### config.mk
export PLATFORM = sky130hd
export DESIGN_NAME = icache_refill_buf
export DESIGN_NICKNAME = d
export VERILOG_FILES = /design/src/design/icache_pkg.sv /design/src/design/icache_refill_buf.sv
export SDC_FILE = /design/constraint.sdc
export NUM_CORES = 1
export LEC_CHECK = 0
export ABC_AREA = 0
export BUFFER_PORTS_ARGS = -buffer_cell sky130_fd_sc_hd__buf_2
export CELL_PAD_IN_SITES_DETAIL_PLACEMENT = 1
export CELL_PAD_IN_SITES_GLOBAL_PLACEMENT = 1
export CORE_AREA = 2 2 117 119
export DETAILED_ROUTE_END_ITERATION = 12
export DIE_AREA = 0 0 119 121
export GPL_TIMING_DRIVEN = 0
export PLACE_DENSITY = 0.76
export SETUP_SLACK_MARGIN = 0.2
export SLEW_MARGIN = 10
export SYNTH_ARGS = -nofsm -noshare
export SYNTH_HDL_FRONTEND = slang
export SYNTH_SLANG_ARGS = --single-unit
### constraint.sdc
create_clock -name clk -period 2.7 [get_ports clk]
set_clock_uncertainty 0.1 [all_clocks]
set_input_delay 0.135 -clock clk [delete_from_list [all_inputs] [get_ports clk]]
set_output_delay 0.135 -clock clk [all_outputs]
set_load 0.05 [all_outputs]
### src/design/icache_pkg.sv
package icache_pkg;

    localparam int addr_w     = 32;
    localparam int data_w     = 32;
    localparam int ways       = 4;
    localparam int line_words = 4;
    localparam int offset_w   = 4; // Byte offset inside a 16-byte line

    // Fetch request from the processor
    typedef struct packed {
        logic [addr_w-1:0] addr;
        logic              uncache;
    } cpu_req_t;

    // Burst read request to memory
    typedef struct packed {
        logic [addr_w-1:0] addr; // Word aligned start
        logic [7:0]        len;  // Words in the burst, 4 or 1
    } mem_req_t;

    typedef struct packed {
        logic [data_w-1:0] data;
        logic              last;
    } mem_rsp_t;

    typedef enum logic [1:0] {
        IDLE,
        LOOKUP,
        REPLACE,
        REFILL
    } fsm_state_t;

endpackage
### src/design/icache_refill_buf.sv
`timescale 1ns/10ps

module icache_refill_buf (
    input  logic                     clk,
    input  logic                     rstn,
    input  logic                     mem_rready,
    input  logic                     mem_rvalid,
    input  icache_pkg::mem_rsp_t     mem_rsp,
    output logic                     fill_finish,
    output logic [icache_pkg::line_words*icache_pkg::data_w-1:0] line_data
);
    localparam int cnt_w = $clog2(icache_pkg::line_words);

    logic [cnt_w-1:0]              beat_cnt;
    logic [icache_pkg::data_w-1:0] slot_q [icache_pkg::line_words];
    logic                          beat;

    assign beat        = mem_rready && mem_rvalid;
    assign fill_finish = beat && mem_rsp.last;

    // A single-word burst lands in slot 0
    always_ff @(posedge clk) begin
        if (!rstn) begin
            beat_cnt <= '0;
        end else if (beat) begin
            beat_cnt <= mem_rsp.last ? '0 : beat_cnt + 1'b1;
        end
    end

    always_ff @(posedge clk) begin
        if (beat) begin
            slot_q[beat_cnt] <= mem_rsp.data;
        end
    end

    // Last beat is forwarded so the line is complete in the finishing cycle
    always_comb begin
        for (int i = 0; i < icache_pkg::line_words; i++) begin
            if (fill_finish && beat_cnt == cnt_w'(i)) begin
                line_data[i*icache_pkg::data_w +: icache_pkg::data_w] = mem_rsp.data;
            end else begin
                line_data[i*icache_pkg::data_w +: icache_pkg::data_w] = slot_q[i];
            end
        end
    end

endmodule

==> reports/summary.txt <==
PortBufs: 165
Critical Path End Type: primary output
total design power: 5.27 mW
n_diodes: 0
num rows: 42
Layout area overhead: 39.5%
routability cong.: 0.717
largest family of logic cells by synthesized area: multiplexers
Die H: 121 µm
Hold Crit Class: in -> reg
mapped cell area: 5570 µm²
CP Data Arrival Time: 2220 ps
Max FO, Critical Path: 10
per-cell routed wire length: 21.0 µm
Final setup viols: 0
final cell count without fillers: 706
share of layout cells above drive strength 1: 59.6%
Peak VDD IR: 0.507 mV
Tcrit/Tclk final: 91.0%
Setup Total Neg Slack: 0 ps
post-layout net count: 558
Num Clock Sinks: 130
core outline area: 13,100 µm²
clock root cell: clkbuf_16
post-detail-place hpwl: 9000 µm
TritonCTS clock tree: done
Synth Instances: 293
Synth Area in Compound Gates: 0.540%
initial antenna violation count: 0
die area: 14,400 µm²
xor/xnor cell area share of the yosys netlist: 0%
initial core utilization: 42.5%
share of synthesized area occupied by flip-flops and latches: 69.8%
worst skew pair latency: 410 ps
Max Clock Freq: 407 MHz
CTS max path bufs: 2
P_leak: 3.02 nW
Clock transition at path regs: 60 ps
# IOs: 166
max cap viols: 0
top cell type's share of synthesized area: 69.1%
grt total ovfl: 0
mux cell area share after synthesis: 25.9%
GRT Total Usage: 21.6%
fin area: 7760 µm²
PwrDens: 679 nW/µm²
Yosys reg bits: 130
first-pass GRT wire length: 23,000 µm
simple-gate portion of the synthesized area: 1.48%
largest net degree at the start of global routing: 27
Synth area leaders: edfxtp_1 (69%), mux2_2 (20%), mux2_1 (6.1%)
Avg Inst Size Synth: 19.0 µm²
Worst Setup Start Kind: register
Die W: 119 µm
area leader, netlist: edfxtp_1
cell total after placement: 638
number of buffers created by CTS: 17
dpl cell area: 6720 µm²
Critical Path RT: 2470 ps
Post-Synth Adder-Cell Area: 0.899%
DRC violations left: 0
slew margin rel.: 64.9%
H-tree depth: 4
syn_nets: 334
DRT antenna net count: 0
vias per inst: 4.96
RSZ-0062 raised after global routing: yes
Syn. warnings: 0
Cell variety after synth: 15
worst-margin pin slew: 527 ps
post-route minimum period: 2460 ps
final wirelength: 14,800 µm
initial DRC count: 165
1st-pass router iterations: 4
Final Hold Violating Endpoints: 0
vias in the first global route: 3,884
via count: 3,503
status: finished, final reports clean
critical path class: reg -> out
max-slew violations: 0
## registers in the layout (all words and copies together) (netlist names)
| name | flops |
|---|---|
| slot_q | 128 |
| beat_cnt | 2 |
## logic make-up after synthesis
family,count (synthesis)
AO/OA/AOI/OAI,4
flip-flops,130
multiplexers,128
adder cells (fa/ha/maj),4
buffers and inverters,16
AND/OR/NAND/NOR,11
## final cells by class
type                            instances  area (µm²)
Buffer                                 14        87.6
Inverter                                2        7.51
Fill cell                            1241        5320
Multi-Input combinational cell        147        1610
Timing Repair Buffer                  205        1280
Sequential cell                       130        3880
Clock buffer                           19         433
Clock inverter                         13         238
Tap cell                              176         220
## where the power goes
group          total, mW  leakage, nW  internal (mW)  switching, mW
logic              0.381         1.52          0.117          0.264
clock network       2.63        0.321           1.81          0.819
registers           2.26         1.18           2.25        0.00799
## through the flow
stage / util (%) / setup slack (ps) / hold WS, ps
2_1_floorplan: - / 806 / 134
3_3_place_gp: 50.5 / 144 / 255
3_5_place_dp: 51.3 / 583 / 260
4_1_cts: 59.1 / 195 / 61.7
5_1_grt: 59.3 / 127 / 91.1
6_report: 59.3 / 242 / 90.8
## cell usage in the layout, fill, tap and decap left out
cell type,instances
clkinvlp_4,1
nor4bb_1,1
a21boi_0,2
and3_2,4
buf_16,3
o21a_1,2
mux2_1,30
clkbuf_16,17
inv_1,2
nand4_2,1
edfxtp_1,128
dfxtp_2,1
clkinv_2,1
and3_1,1
mux2_2,98
clkinv_1,4
buf_12,1
nand4_1,3
and4b_1,1
clkbuf_2,1
buf_4,5
bufinv_16,7
dfxtp_1,1
buf_6,2
ha_1,4
clkbuf_1,2
dlygate4sd3_1,33
buf_2,174
## metal layers
layer  vias to the layer above  track usage [%]  wire, µm
met5                         -                0         0
met4                         0             8.26       218
met3                        15             5.83       644
met2                       108             37.1      7720
met1                      1762             26.2      6260
li1                       1618                -         -
## critical path: stages, from the launching register on
cell,delay [ps]
dfxtp_1,370
inv_1,80
ha_1,200
nand4_1,210
buf_2,340
mux2_2,390
buf_2,220
## synthesized netlist by cell type
cell type  number
edfxtp_1      128
mux2_2         98
mux2_1         30
buf_2          13
and3_1          5
ha_1            4
nand4_1         3
a21boi_0        2
dfxtp_1         2
inv_1           2
o21a_1          2
and4b_1         1
clkbuf_2        1
nand4_2         1
nor4bb_1        1
## repair_timing
item                                    4_1_cts  5_1_grt
endpoints found under the hold margin       130        0
endpoints found under the setup margin       31       91
setup buffers                                 1        2
pin swaps                                     1        1
hold buffers                                 33        0
gates resized for setup                       3        5
gates cloned                                  0        0
## final timing paths
check                            from  depth (start not counted)  slack, ps                       end
max reg2reg  beat_cnt[1]$_SDFFE_PN0P_                          3        970   slot_q[3][15]$_DFFE_PP_
max          beat_cnt[1]$_SDFFE_PN0P_                          6        240             line_data[51]
min reg2reg  beat_cnt[0]$_SDFFE_PN0P_                          2        560  beat_cnt[0]$_SDFFE_PN0P_
min                        mem_rsp[0]                          3         90  beat_cnt[0]$_SDFFE_PN0P_
Power figures use the tool's default switching activity.
