===== src/design/icache_pkg.sv =====
package icache_pkg;

    localparam int addr_w     = 32;
    localparam int data_w     = 32;
    localparam int ways       = 4;
    localparam int line_words = 4;
    localparam int offset_w   = 4; // Byte offset inside a 16-byte line

    // Fetch request from the processor
    typedef struct packed {
        logic [addr_w-1:0] addr;
        logic              uncache;
    } cpu_req_t;

    // Burst read request to memory
    typedef struct packed {
        logic [addr_w-1:0] addr; // Word aligned start
        logic [7:0]        len;  // Words in the burst, 4 or 1
    } mem_req_t;

    typedef struct packed {
        logic [data_w-1:0] data;
        logic              last;
    } mem_rsp_t;

    typedef enum logic [1:0] {
        IDLE,
        LOOKUP,
        REPLACE,
        REFILL
    } fsm_state_t;

endpackage

===== src/design/icache_main_fsm.sv =====
`timescale 1ns/10ps

module icache_main_fsm (
    input  logic                         clk,
    input  logic                         rstn,
    input  logic                         req_valid,
    input  logic                         cache_hit,
    input  logic [icache_pkg::ways-1:0]  hit,
    input  logic [icache_pkg::ways-1:0]  lru_way,
    input  logic                         uncache,
    input  logic                         mem_req_ack,
    input  logic                         fill_finish,
    output logic                         cache_ready,
    output logic                         req_latch,
    output logic                         rdata_valid,
    output logic                         rdata_sel,
    output logic                         mem_req_valid,
    output logic [7:0]                   burst_len,
    output logic                         mem_rready,
    output logic [icache_pkg::ways-1:0]  tag_we,
    output logic [icache_pkg::ways-1:0]  mem_we,
    output logic [icache_pkg::ways-1:0]  way_visit,
    output logic                         way_sel_en
);
    icache_pkg::fsm_state_t state;
    icache_pkg::fsm_state_t next_state;

    always_ff @(posedge clk) begin
        if (!rstn) begin
            state <= icache_pkg::IDLE;
        end else begin
            state <= next_state;
        end
    end

    always_comb begin
        next_state = state;
        case (state)
            icache_pkg::IDLE: begin
                if (req_valid) begin
                    next_state = icache_pkg::LOOKUP;
                end
            end
            icache_pkg::LOOKUP: begin
                if (uncache || !cache_hit) begin
                    next_state = icache_pkg::REPLACE;
                end else if (!req_valid) begin
                    next_state = icache_pkg::IDLE;
                end
            end
            icache_pkg::REPLACE: begin
                if (mem_req_ack) begin
                    next_state = icache_pkg::REFILL;
                end
            end
            icache_pkg::REFILL: begin
                if (fill_finish) begin
                    next_state = req_valid ? icache_pkg::LOOKUP : icache_pkg::IDLE;
                end
            end
            default: next_state = icache_pkg::IDLE;
        endcase
    end

    always_comb begin
        cache_ready   = 1'b0;
        req_latch     = 1'b0;
        rdata_valid   = 1'b0;
        rdata_sel     = 1'b0;
        mem_req_valid = 1'b0;
        burst_len     = 8'(icache_pkg::line_words);
        mem_rready    = 1'b0;
        tag_we        = '0;
        mem_we        = '0;
        way_visit     = '0;
        way_sel_en    = 1'b0;
        case (state)
            icache_pkg::IDLE: begin
                cache_ready = 1'b1;
                req_latch   = req_valid;
            end
            icache_pkg::LOOKUP: begin
                if (cache_hit && !uncache) begin
                    rdata_valid = 1'b1;
                    rdata_sel   = 1'b1;
                    way_visit   = hit;
                    way_sel_en  = 1'b1;
                    cache_ready = 1'b1; // Next fetch may enter while this one is answered
                    req_latch   = req_valid;
                end
            end
            icache_pkg::REPLACE: begin
                mem_req_valid = 1'b1;
                if (uncache) begin
                    burst_len = 8'd1;
                end
            end
            icache_pkg::REFILL: begin
                mem_rready = 1'b1;
                if (fill_finish) begin
                    if (!uncache) begin
                        tag_we     = lru_way;
                        mem_we     = lru_way;
                        way_visit  = lru_way;
                        way_sel_en = 1'b1;
                    end
                    rdata_valid = 1'b1;
                    cache_ready = 1'b1;
                    req_latch   = req_valid;
                end
            end
            default: ;
        endcase
    end

endmodule


===== config.mk =====
export PLATFORM = sky130hd
export DESIGN_NAME = icache_main_fsm
export DESIGN_NICKNAME = d
export VERILOG_FILES = /design/src/design/icache_pkg.sv /design/src/design/icache_main_fsm.sv
export SDC_FILE = /design/constraint.sdc
export NUM_CORES = 1
export LEC_CHECK = 0
export ABC_AREA = 1
export BUFFER_PORTS_ARGS = -buffer_cell sky130_fd_sc_hd__buf_2
export CELL_PAD_IN_SITES_DETAIL_PLACEMENT = 0
export CELL_PAD_IN_SITES_GLOBAL_PLACEMENT = 1
export CORE_MARGIN = 5
export CORE_UTILIZATION = 19
export CTS_CLUSTER_SIZE = 30
export DETAILED_ROUTE_END_ITERATION = 6
export PLACE_DENSITY = 0.72
export SYNTH_ARGS = -nofsm -noshare
export SYNTH_HDL_FRONTEND = slang
export SYNTH_SLANG_ARGS = --single-unit

===== constraint.sdc =====
create_clock -name clk -period 1.3 [get_ports clk]
set_input_delay 0.26 -clock clk [delete_from_list [all_inputs] [get_ports clk]]
set_output_delay 0.26 -clock clk [all_outputs]
set_load 0.02 [all_outputs]

==> results.md, run 1 <==
* Status: finished with violations
* Failing checks: negative setup slack
* Core ar. at 0.00196 mm^2
* Clk sink count at 2
* Reg power frac at 15.0%
* EDFF count, synth at 0
* Hold_buf cts at 0
* Final nets at about 130
* Minimum clock period at ~1.5 ns
* Gr busiest metal: met2
* Leakage power at about 0.00044 uW
* Area fraction of the dominant cell type after synthesis at 19.1%
* Sw Ratio at a little under half
* IO buf count at 35
* Initial antenna violation count at 0
* Antenna-violating nets left at 0
* TritonCTS Buffers at 3
* Top cells by count, synth: inv_1, buf_4, nand2_1, nor2_1
* Global-route wire length before repair at approximately 2200 um
* CP max stage cell: dfxtp_4
* Synth-to-Final Area Change at 111%
* Pre-Repair DR Iteration Count at 1
* Worst hold slack at around 0.28 ns
* Maximum net fanout on the critical path at 5
* Fin worst setup slack at -0.196 ns
* RSZ-0062 raised after global routing: true
* Clk pwr share at approximately 17%
* Ranking of synthesized cells by area: buf_4, inv_1, dfxtp_1
* Worst Setup End Kind: output pin
* CP bufs+invs at 3
* Post-synthesis instance total at 70
* Setup Viol. Count Final at 20
* Post-synth ARST share at 0%
* Yosys top cell by area: buf_4
* GR Util met2 at 16.6%
* Top-count cell post-synth: inv_1
* DR WL/cell at around 10 um
* Avg Synthesized Cell Area at 5.61 um^2
* CP required at 1.04 ns
* Largest net degree at the start of global routing at 6
* Crit Path Class: register to output pin
* Grt met1 use at under 10%
* Tightest Hold Check Type: input port to register
* Maximum vdd ir drop at approximately 570 uV
* # DRC at 0
* Final wirelength at between 1000 and 1500 um
* Die X at approximately 55 um
* CTS tree: yes
* Root Buffer: clkbuf_4
* Mapped Area at 393 um^2
* Post-detail-place hpwl at slightly above 1000 um
* Largest stage delay on the critical path at roughly 0.38 ns
* Global route overflow at 0
* Ant. Diodes at 0
* Tcrit/Tclk final at 115%
* CTS max path bufs at 2
* Routability-driven placement congestion ratio at between 0.7 and 0.8
* Die Span Y at 55.5 um
* Clock H-tree levels at 1
* Clk_skew at 0.000619 ns
* Final count of hold timing violations at 0
* CTS clk-pin slew, worst paths at 0.03 ns
* Cell class contributing the biggest share of worst-path delay: flip-flops
* Worst skew pair latency at 0.22 ns
* Rows at 16
* Sequential share of the synthesized area at 10.2%
* Initial drt markers at 0
* GRT Total Usage at under 10%
* CP arrival at around 1.2 ns
* Die area at just over 0.003 mm^2
* PD cells at approximately 960 mW/mm^2
* Avg Vias per Cell at approximately 4.1
* Net switching power at between 300 and 400 uW
* Vias in the first global route at approximately 550
* Sum Neg Setup Slack at -2.30 ns
* Int Power at 436 uW
* Count of cell types in the netlist at 16
* Max Cap Viol at 0
* Top-Level Pins at 42
* Post-synthesis register bit count at 2
* Met3 usage at around 3.7%
* Main synth FF type: dfxtp_1
* Initial Util at between 20 and 25%
* Via Count at approximately 560
* Cell mode on critical path: nor2_4
* Slew Limit Fails at 0
* Max Freq at between 600 and 700 MHz
* Share of cells above drive strength 1 at ~66%
* Setup WS pre-CTS at -0.0491 ns
* Comb power frac at 67.6%
* Sequence of cells on the critical path: inv_4, nor2_4, inv_2, nor2_4, nand2_1, o21ai_2, buf_6
* Ys Warns at 0
* Worst setup SP type: register
==> cell usage in the layout (no fill, tap or decap), types with 2 or more instances in the layout <==
master / count
nand3_1: 5
conb_1: 6
nor2_4: 6
clkbuf_4: 3
buf_2: 17
buf_4: 15
buf_6: 11
nand2_1: 5
dfxtp_4: 2
nor2_2: 2
nand3_4: 2
nand2_4: 2
o21ai_2: 4
nand2_2: 3
nor2_1: 5
inv_1: 14
==> through the flow <==
stage / util (%) / total power [uW] / instances / cell area (um^2)
4_1_cts: 39.7 / 770 / 138 / 778
2_1_floorplan: - / 396 / 75 / 492
3_3_place_gp: 33.0 / 529 / 131 / 648
3_5_place_dp: 33.0 / 533 / 131 / 648
5_1_grt: 42.2 / 856 / 139 / 828
6_report: 42.2 / 794 / 139 / 828
==> layer usage <==
metal | part of all wire [%] | vias to the layer above | routed length [um]
li1 | - | 281 | -
met1 | 33 | 253 | 483
met2 | 55 | 30 | 799
met3 | 12 | 0 | 167
met4 | 0 | 0 | 0
met5 | 0 | - | 0
==> path summary, 6_finish.rpt <==
path                       end  slack (ns)      from  cells past startpoint
setup / recovery  way_visit[0]       -0.20  state[0]                      7
hold / removal        register        0.28      rstn                      3
setup reg to reg      state[0]        0.12  state[0]                      9
hold reg to reg       state[0]        0.66  state[0]                      3
==> worst reg2reg max path: cells and delay by family, from the launching register on <==
kind / cells / cell delay, ns
buffers and inverters: 4 / 0.35
flip-flops: 1 / 0.36
AND/OR/NAND/NOR: 4 / 0.28
AO/OA/AOI/OAI: 1 / 0.12
==> cell families after synthesis <==
| logic type | count (synthesis) | synth area share [%] |
|---|---|---|
| and+or+nand+nor | 31 | 40.1 |
| buffers and inverters | 27 | 35.3 |
| AOI/OAI and AO/OA | 9 | 13.4 |
| DFF | 2 | 10.2 |
| other | 1 | 0.954 |
==> power by group through the flow <==
stage	clock network [uW]	logic [uW]	registers [uW]
5_1_grt	154	582	120
3_3_place_gp	0	417	112
3_5_place_dp	0	420	113
4_1_cts	147	506	117
6_report	138	537	119
2_1_floorplan	0	283	113
==> timing repair <==
item                       in CTS  in global routing
pin swaps                       3                  4
gates cloned                    1                  0
resized for setup              24                 13
buffers inserted                3                  1
setup endpoints to repair      20                 20
==> layout make-up <==
| cell class | count | area [um^2] |
|---|---|---|
| inverter | 17 | 71.3 |
| timing repair buffer | 43 | 322 |
| fill | 217 | 1130 |
| clock buffer | 3 | 22.5 |
| tap | 27 | 33.8 |
| sequential | 2 | 47.5 |
| multi-input combinational | 47 | 332 |
Note: power is estimated with default switching activity, not from simulation.
==> run 2: changes to the inputs <==
--- a/config.mk
+++ b/config.mk
@@ -5,15 +5,14 @@
 export SDC_FILE = /design/constraint.sdc
 export NUM_CORES = 1
 export LEC_CHECK = 0
-export ABC_AREA = 1
 export BUFFER_PORTS_ARGS = -buffer_cell sky130_fd_sc_hd__buf_2
 export CELL_PAD_IN_SITES_DETAIL_PLACEMENT = 0
 export CELL_PAD_IN_SITES_GLOBAL_PLACEMENT = 1
 export CORE_MARGIN = 5
-export CORE_UTILIZATION = 19
+export CORE_UTILIZATION = 17
 export CTS_CLUSTER_SIZE = 30
 export DETAILED_ROUTE_END_ITERATION = 6
-export PLACE_DENSITY = 0.72
+export PLACE_DENSITY = 0.7
 export SYNTH_ARGS = -nofsm -noshare
 export SYNTH_HDL_FRONTEND = slang
 export SYNTH_SLANG_ARGS = --single-unit
==> run 2 against run 1 <==
- clock-buffer cell count unchanged
- flip-flop and latch count unchanged
- clock skew barely moved
- the flow still finishes with violations (negative setup slack)
- design area shrank 9.8%
- wire length decreased by 10%
- non-clock buffer count fell by 1
- hold slack lost 0.0087 ns
==> results.md, run 2 <==
* Die Span Y at between 50 and 60 um
* Max Cap Viol at 0
* Setup WS pre-CTS at -0.0425 ns
* Worst reg2reg startpoint: state[0]
* Cell mode on critical path: buf_6
* Minimum clock period at approximately 1.5 ns
* Count of cell types in the netlist at 20
* Global-route wire length before repair at roughly 1800 um
* Antenna-violating nets left at 0
* Most frequent cells in the layout: buf_6, buf_2, buf_4
* Initial drt markers at 1
* Maximum net fanout on the critical path at 3
* Final count of hold timing violations at 0
* DR WL/cell at ~12 um
* GRT Total Usage at slightly below 9%
* Sum Neg Setup Slack at -3.70 ns
* Comb power frac at between 50% and 60%
* Worst setup SP type: register
* Avg Vias per Cell at about 3.9
* Top-count cell post-synth: buf_4
* Clk sink count at 2
* Global route overflow at 0
* Share of cells above drive strength 1 at between 70 and 80%
* Final wirelength at approximately 1300 um
* Final nets at 98
* Vias in the first global route at ~440
* CP arrival at 1.29 ns
* Area fraction of the dominant cell type after synthesis at approximately a quarter
* Int Power at roughly 280 uW
* PD cells at between 500 and 600 mW/mm^2
* Clk pwr share at 31.1%
* Root Buffer: clkbuf_4
* Slew Limit Fails at 0
* Sequence of cells on the critical path: buf_12, buf_6, nand2_4, a22oi_2, and2_4, buf_6
* Maximum vdd ir drop at a little over 200 uV
* Die area at 0.00282 mm^2
* Crit Path Class: register to output pin
* CTS clk-pin slew, worst paths at about 0.030 ns
* Most common cell after layout, fill and taps aside: buf_6
* IO buf count at 35
* Tightest Hold Check Type: input port to register
* Hold Crit Depth at 2
* CTS max path bufs at 2
* Failing checks: negative setup slack
* Clk_skew at roughly 0.00022 ns
* Reg power frac at about 18%
* Sw Ratio at about a third
* Initial Util at between 10% and 20%
* Yosys top cell by area: buf_4
* Avg Synthesized Cell Area at just under 8 um^2
* Ranking of synthesized cells by area: buf_4, dfxtp_1, and2_1
* Hold_buf cts at 0
* CP required at roughly 1.0 ns
* Ys Warns at 0
* Post-synth ARST share at 0%
* Post-synthesis register bit count at 2
* Initial antenna violation count at 0
* Largest stage delay on the critical path at between 0.3 and 0.4 ns
* Reg-to-reg slack, setup at 0.23 ns
* Synth-to-Final Area Change at 137%
* Pre-Repair DR Iteration Count at 3
* Final core occ at 42.8%
* Fin worst setup slack at -0.249 ns
* Die X at about 53 um
* # DRC at 0
* Worst Setup End Kind: output pin
* Post-synthesis instance total at between 40 and 50
* TritonCTS Buffers at 3
* Rows at 15
* Total power at around 430 uW
* Largest net degree at the start of global routing at 8
* Mapped Area at 315 um^2
* Via Count at roughly 420
* Ant. Diodes at 0
* Status: finished with violations
* Core ar. at between 0.0015 and 0.002 mm^2
* Routability-driven placement congestion ratio at around 0.69
* Main synth FF type: dfxtp_1
* CP max stage cell: dfxtp_4
* CTS tree: yes
* Clock H-tree levels at 1
* Top cells by count, synth: buf_4, and2_1, a22o_1
* Leakage power at 0.000386 uW
* Sequential share of the synthesized area at between 10% and 20%
* Net switching power at roughly 150 uW
* Register-to-Register Path Depth at 5
* Tcrit/Tclk final at 119%
* R2r endpoint: state[0]
* Max Freq at 646 MHz
* Worst skew pair latency at between 0.2 and 0.25 ns
* Fill cells at about 170
* Setup Viol. Count Final at 21
* Top-Level Pins at 42
* HP Start: rstn
* RSZ-0062 raised after global routing: true
* EDFF count, synth at 0
[run 2: cell count changes after synthesis, sizes merged, moves of 4 or more]
cell   change
and2       +6
nand3      -6
nor2      -12
o21ai      -5
inv       -15
a22o       +4
nand2      -8
[run 2: final cells by class]
class	instances	area, um^2	share of cell area, %
Tap cell	25	31.3	4.19
Multi-Input combinational cell	32	274	36.7
Timing Repair Buffer	42	362	48.4
Sequential cell	2	47.5	6.37
Clock buffer	3	22.5	3.02
Inverter	2	10.0	1.34
[run 2: critical path, delay by kind of cell, from the launching register on]
kind                   cells  cell delay, ns
AOI/OAI and AO/OA          1            0.20
buffers and inverters      3            0.30
DFF                        1            0.35
and+or+nand+nor            2            0.22
[run 2: power by group through the flow]
stage | registers, uW | logic [uW] | clock network, uW
after floorplan | 73.9 | 103 | 0
after global placement | 72.7 | 148 | 0
after detailed placement | 72.8 | 149 | 0
after CTS | 76.7 | 178 | 141
after global routing | 77.8 | 238 | 146
final | 76.5 | 222 | 134
[run 2: how the worst max path moves through the flow]
stage               startpoint      endpoint  slack [ns]
global placement      state[0]  way_visit[0]       -0.03
floorplan             register     tag_we[0]       -0.03
finish                state[0]     req_latch       -0.25
global route          state[0]  way_visit[3]       -0.35
CTS                   state[0]  way_visit[2]       -0.23
detailed placement    register     mem_we[3]       -0.04
[run 2: stage by stage]
stage	hold WS, ns	area (um^2)	cells
6_report	0.270	747	106
5_1_grt	0.271	747	106
4_1_cts	0.267	662	103
2_1_floorplan	0.388	355	46
3_5_place_dp	0.498	505	99
3_3_place_gp	0.498	505	99
[run 2: repair_timing]
item | in CTS | in global routing
resized for setup | 41 | 15
pin swaps | 7 | 10
buffers inserted | 0 | 3
endpoints found under the setup margin | 20 | 20
gates cloned | 1 | 0
[run 2: per-layer routing]
metal  global-route usage [%]  vias up  routed length (um)
li1                         -      204                   -
met1                     7.69      186                 378
met2                     18.0       25                 775
met3                     2.82        0                 148
met4                     3.83        0                   0
met5                        0        -                   0
[run 2: kinds of logic (layout without fill, tap and decap cells)]
group	Yosys count	count (layout)	share of synthesized area, %
and+or+nand+nor	17	18	37.3
buffers and inverters	13	47	29.8
AOI/OAI and AO/OA	8	8	19.0
DFF	2	2	12.7
other	1	6	1.19
==> run 3: changes to the inputs <==
==> constraint.sdc (replaced) <==
create_clock -name clk -period 1.3 [get_ports clk]
set_input_delay 0.065 -clock clk [delete_from_list [all_inputs] [get_ports clk]]
set_output_delay 0.065 -clock clk [all_outputs]
set_load 0.02 [all_outputs]
==> run 3 against run 2 <==
- clock-buffer cell count stayed put
- via count is 2.2% lower
- sequential power is 0.9% lower
- design area is 12% lower
- flip-flop and latch count stayed put
- the run still ends with negative setup slack left
- first-iteration DRC count is 100% lower
- combinational power is 18% lower
- clock skew is 0.0029 ns higher
- fmax is 17% higher
- register-to-register slack better by 0.10 ns
- worst setup slack better by 0.23 ns
==> results.md, run 3 (synthesized netlist as in run 2, its figures left out) <==
* Tightest Hold Check Type: input port to register
* Status: finished with violations
* Ant. Diodes at 0
* Post-detail-place hpwl at 816 um
* Maximum net fanout on the critical path at 7
* DR WL/cell at about 11 um
* Minimum clock period at around 1.3 ns
* Sequence of cells on the critical path: nor2b_4, nor2b_4, a22o_1, buf_6
* Setup WS pre-CTS at 0.0275 ns
* Fin cells at between 100 and 150
* Clk sink count at 2
* Max Cap Viol at 0
* IO buf count at 35
* Cell mode on critical path: nor2b_4
* Die Span Y at roughly 53 um
* Hold Crit Depth at 2
* CP arrival at 1.25 ns
* Maximum vdd ir drop at 207 uV
* Worst reg2reg startpoint: state[0]
* Clock H-tree levels at 1
* Top-Level Pins at between 40 and 50
* CTS clk-pin slew, worst paths at roughly 0.03 ns
* Avg Vias per Cell at 3.90
* CTS max path bufs at 2
* Tcrit/Tclk final at 101%
* Routability-driven placement congestion ratio at around 0.65
* Register-to-Register Path Depth at 5
* Global route overflow at 0
* Synth-to-Final Area Change at 108%
* Fin worst setup slack at -0.0188 ns
* Initial drt markers at 0
* RSZ-0062 raised after global routing: true
* Global-route wire length before repair at 1550 um
* TritonCTS Buffers at 3
* Most frequent cells in the layout: buf_2, buf_6, buf_4
* CP max stage cell: dfxtp_4
* Most common cell after layout, fill and taps aside: buf_2
* Root Buffer: clkbuf_4
* Final count of hold timing violations at 0
* Core ar. at about 0.0017 mm^2
* Crit Path Class: register to output pin
* Via Count at between 400 and 500
* Die area at around 0.0028 mm^2
* Final wirelength at approximately 1100 um
* HP Start: rstn
* Max Freq at approximately 760 MHz
* CP required at approximately 1.2 ns
* Worst setup SP type: register
* Worst Setup End Kind: output pin
* Setup Viol. Count Final at 1
* PD cells at approximately 600 mW/mm^2
* Final nets at 96
* Vias in the first global route at approximately 370
* Initial Util at a little under a fifth
* Initial antenna violation count at 0
* Hold_buf cts at 0
* CP bufs+invs at 1
* Die X at roughly 53 um
* Reg-to-reg slack, setup at ~0.33 ns
* Rows at 15
* CTS tree: yes
* Slew Limit Fails at 0
* GRT Total Usage at around 7.4%
* Largest net degree at the start of global routing at 8
* # DRC at 0
* Largest stage delay on the critical path at approximately 0.36 ns
* Cell class contributing the biggest share of worst-path delay: flip-flops
* Antenna-violating nets left at 0
* Placed insts at 95
* Leakage power at 0.000347 uW
* Share of cells above drive strength 1 at between 70% and 80%
* Failing checks: negative setup slack
* Pre-Repair DR Iteration Count at 1
* Clk_skew at between 0.003 and 0.004 ns
* Worst skew pair latency at 0.22 ns
==> run 3: worst max-delay path by stage <==
stage	start	to	slack, ns	depth (start not counted)
6_report	register	way_visit[0]	-0.02	4
5_1_grt	state[0]	way_visit[0]	-0.08	4
4_1_cts	register	way_visit[0]	-0.008	4
3_5_place_dp	register	mem_we[1]	0.03	4
3_3_place_gp	register	tag_we[0]	0.09	4
2_1_floorplan	register	tag_we[0]	0.05	4
==> run 3: area by class of cell <==
class	instances	area [um^2]
fill	188	1090
timing repair buffer	40	302
multi-input combinational	32	249
sequential	2	45.0
tap	25	31.3
clock buffer	3	22.5
inverter	2	7.51
==> run 3: repair_timing <==
| action | 4_1_cts | 5_1_grt |
|---|---|---|
| pin swaps | 5 | 9 |
| resized for setup | 12 | 31 |
| endpoints found under the setup margin | 16 | 16 |
| cloned | 1 | 0 |
| buffers inserted | 3 | 2 |
==> run 3: metal layers <==
metal / track usage [%] / wire length [um]
met1: 6.69 / 350
met2: 14.0 / 657
met3: 2.82 / 135
met4: 3.83 / 0
met5: 0 / 0
==> run 3: per-stage QoR <==
step           cell area, um^2  TNS (ns)  total power [uW]  hold WS, ns  util, %
6_report                   657   -0.0188               391       0.0747     37.6
5_1_grt                    657    -0.703               416       0.0789     37.6
4_1_cts                    552   -0.0191               374       0.0685     31.6
3_5_place_dp               459         0               209        0.301     26.3
3_3_place_gp               459         0               209        0.296     26.3
2_1_floorplan              339         0               175        0.193        -
==> run 3: power breakdown <==
part	internal, uW	switching, uW
clock network	101	31.8
logic	85.2	96.7
registers	68.1	7.66
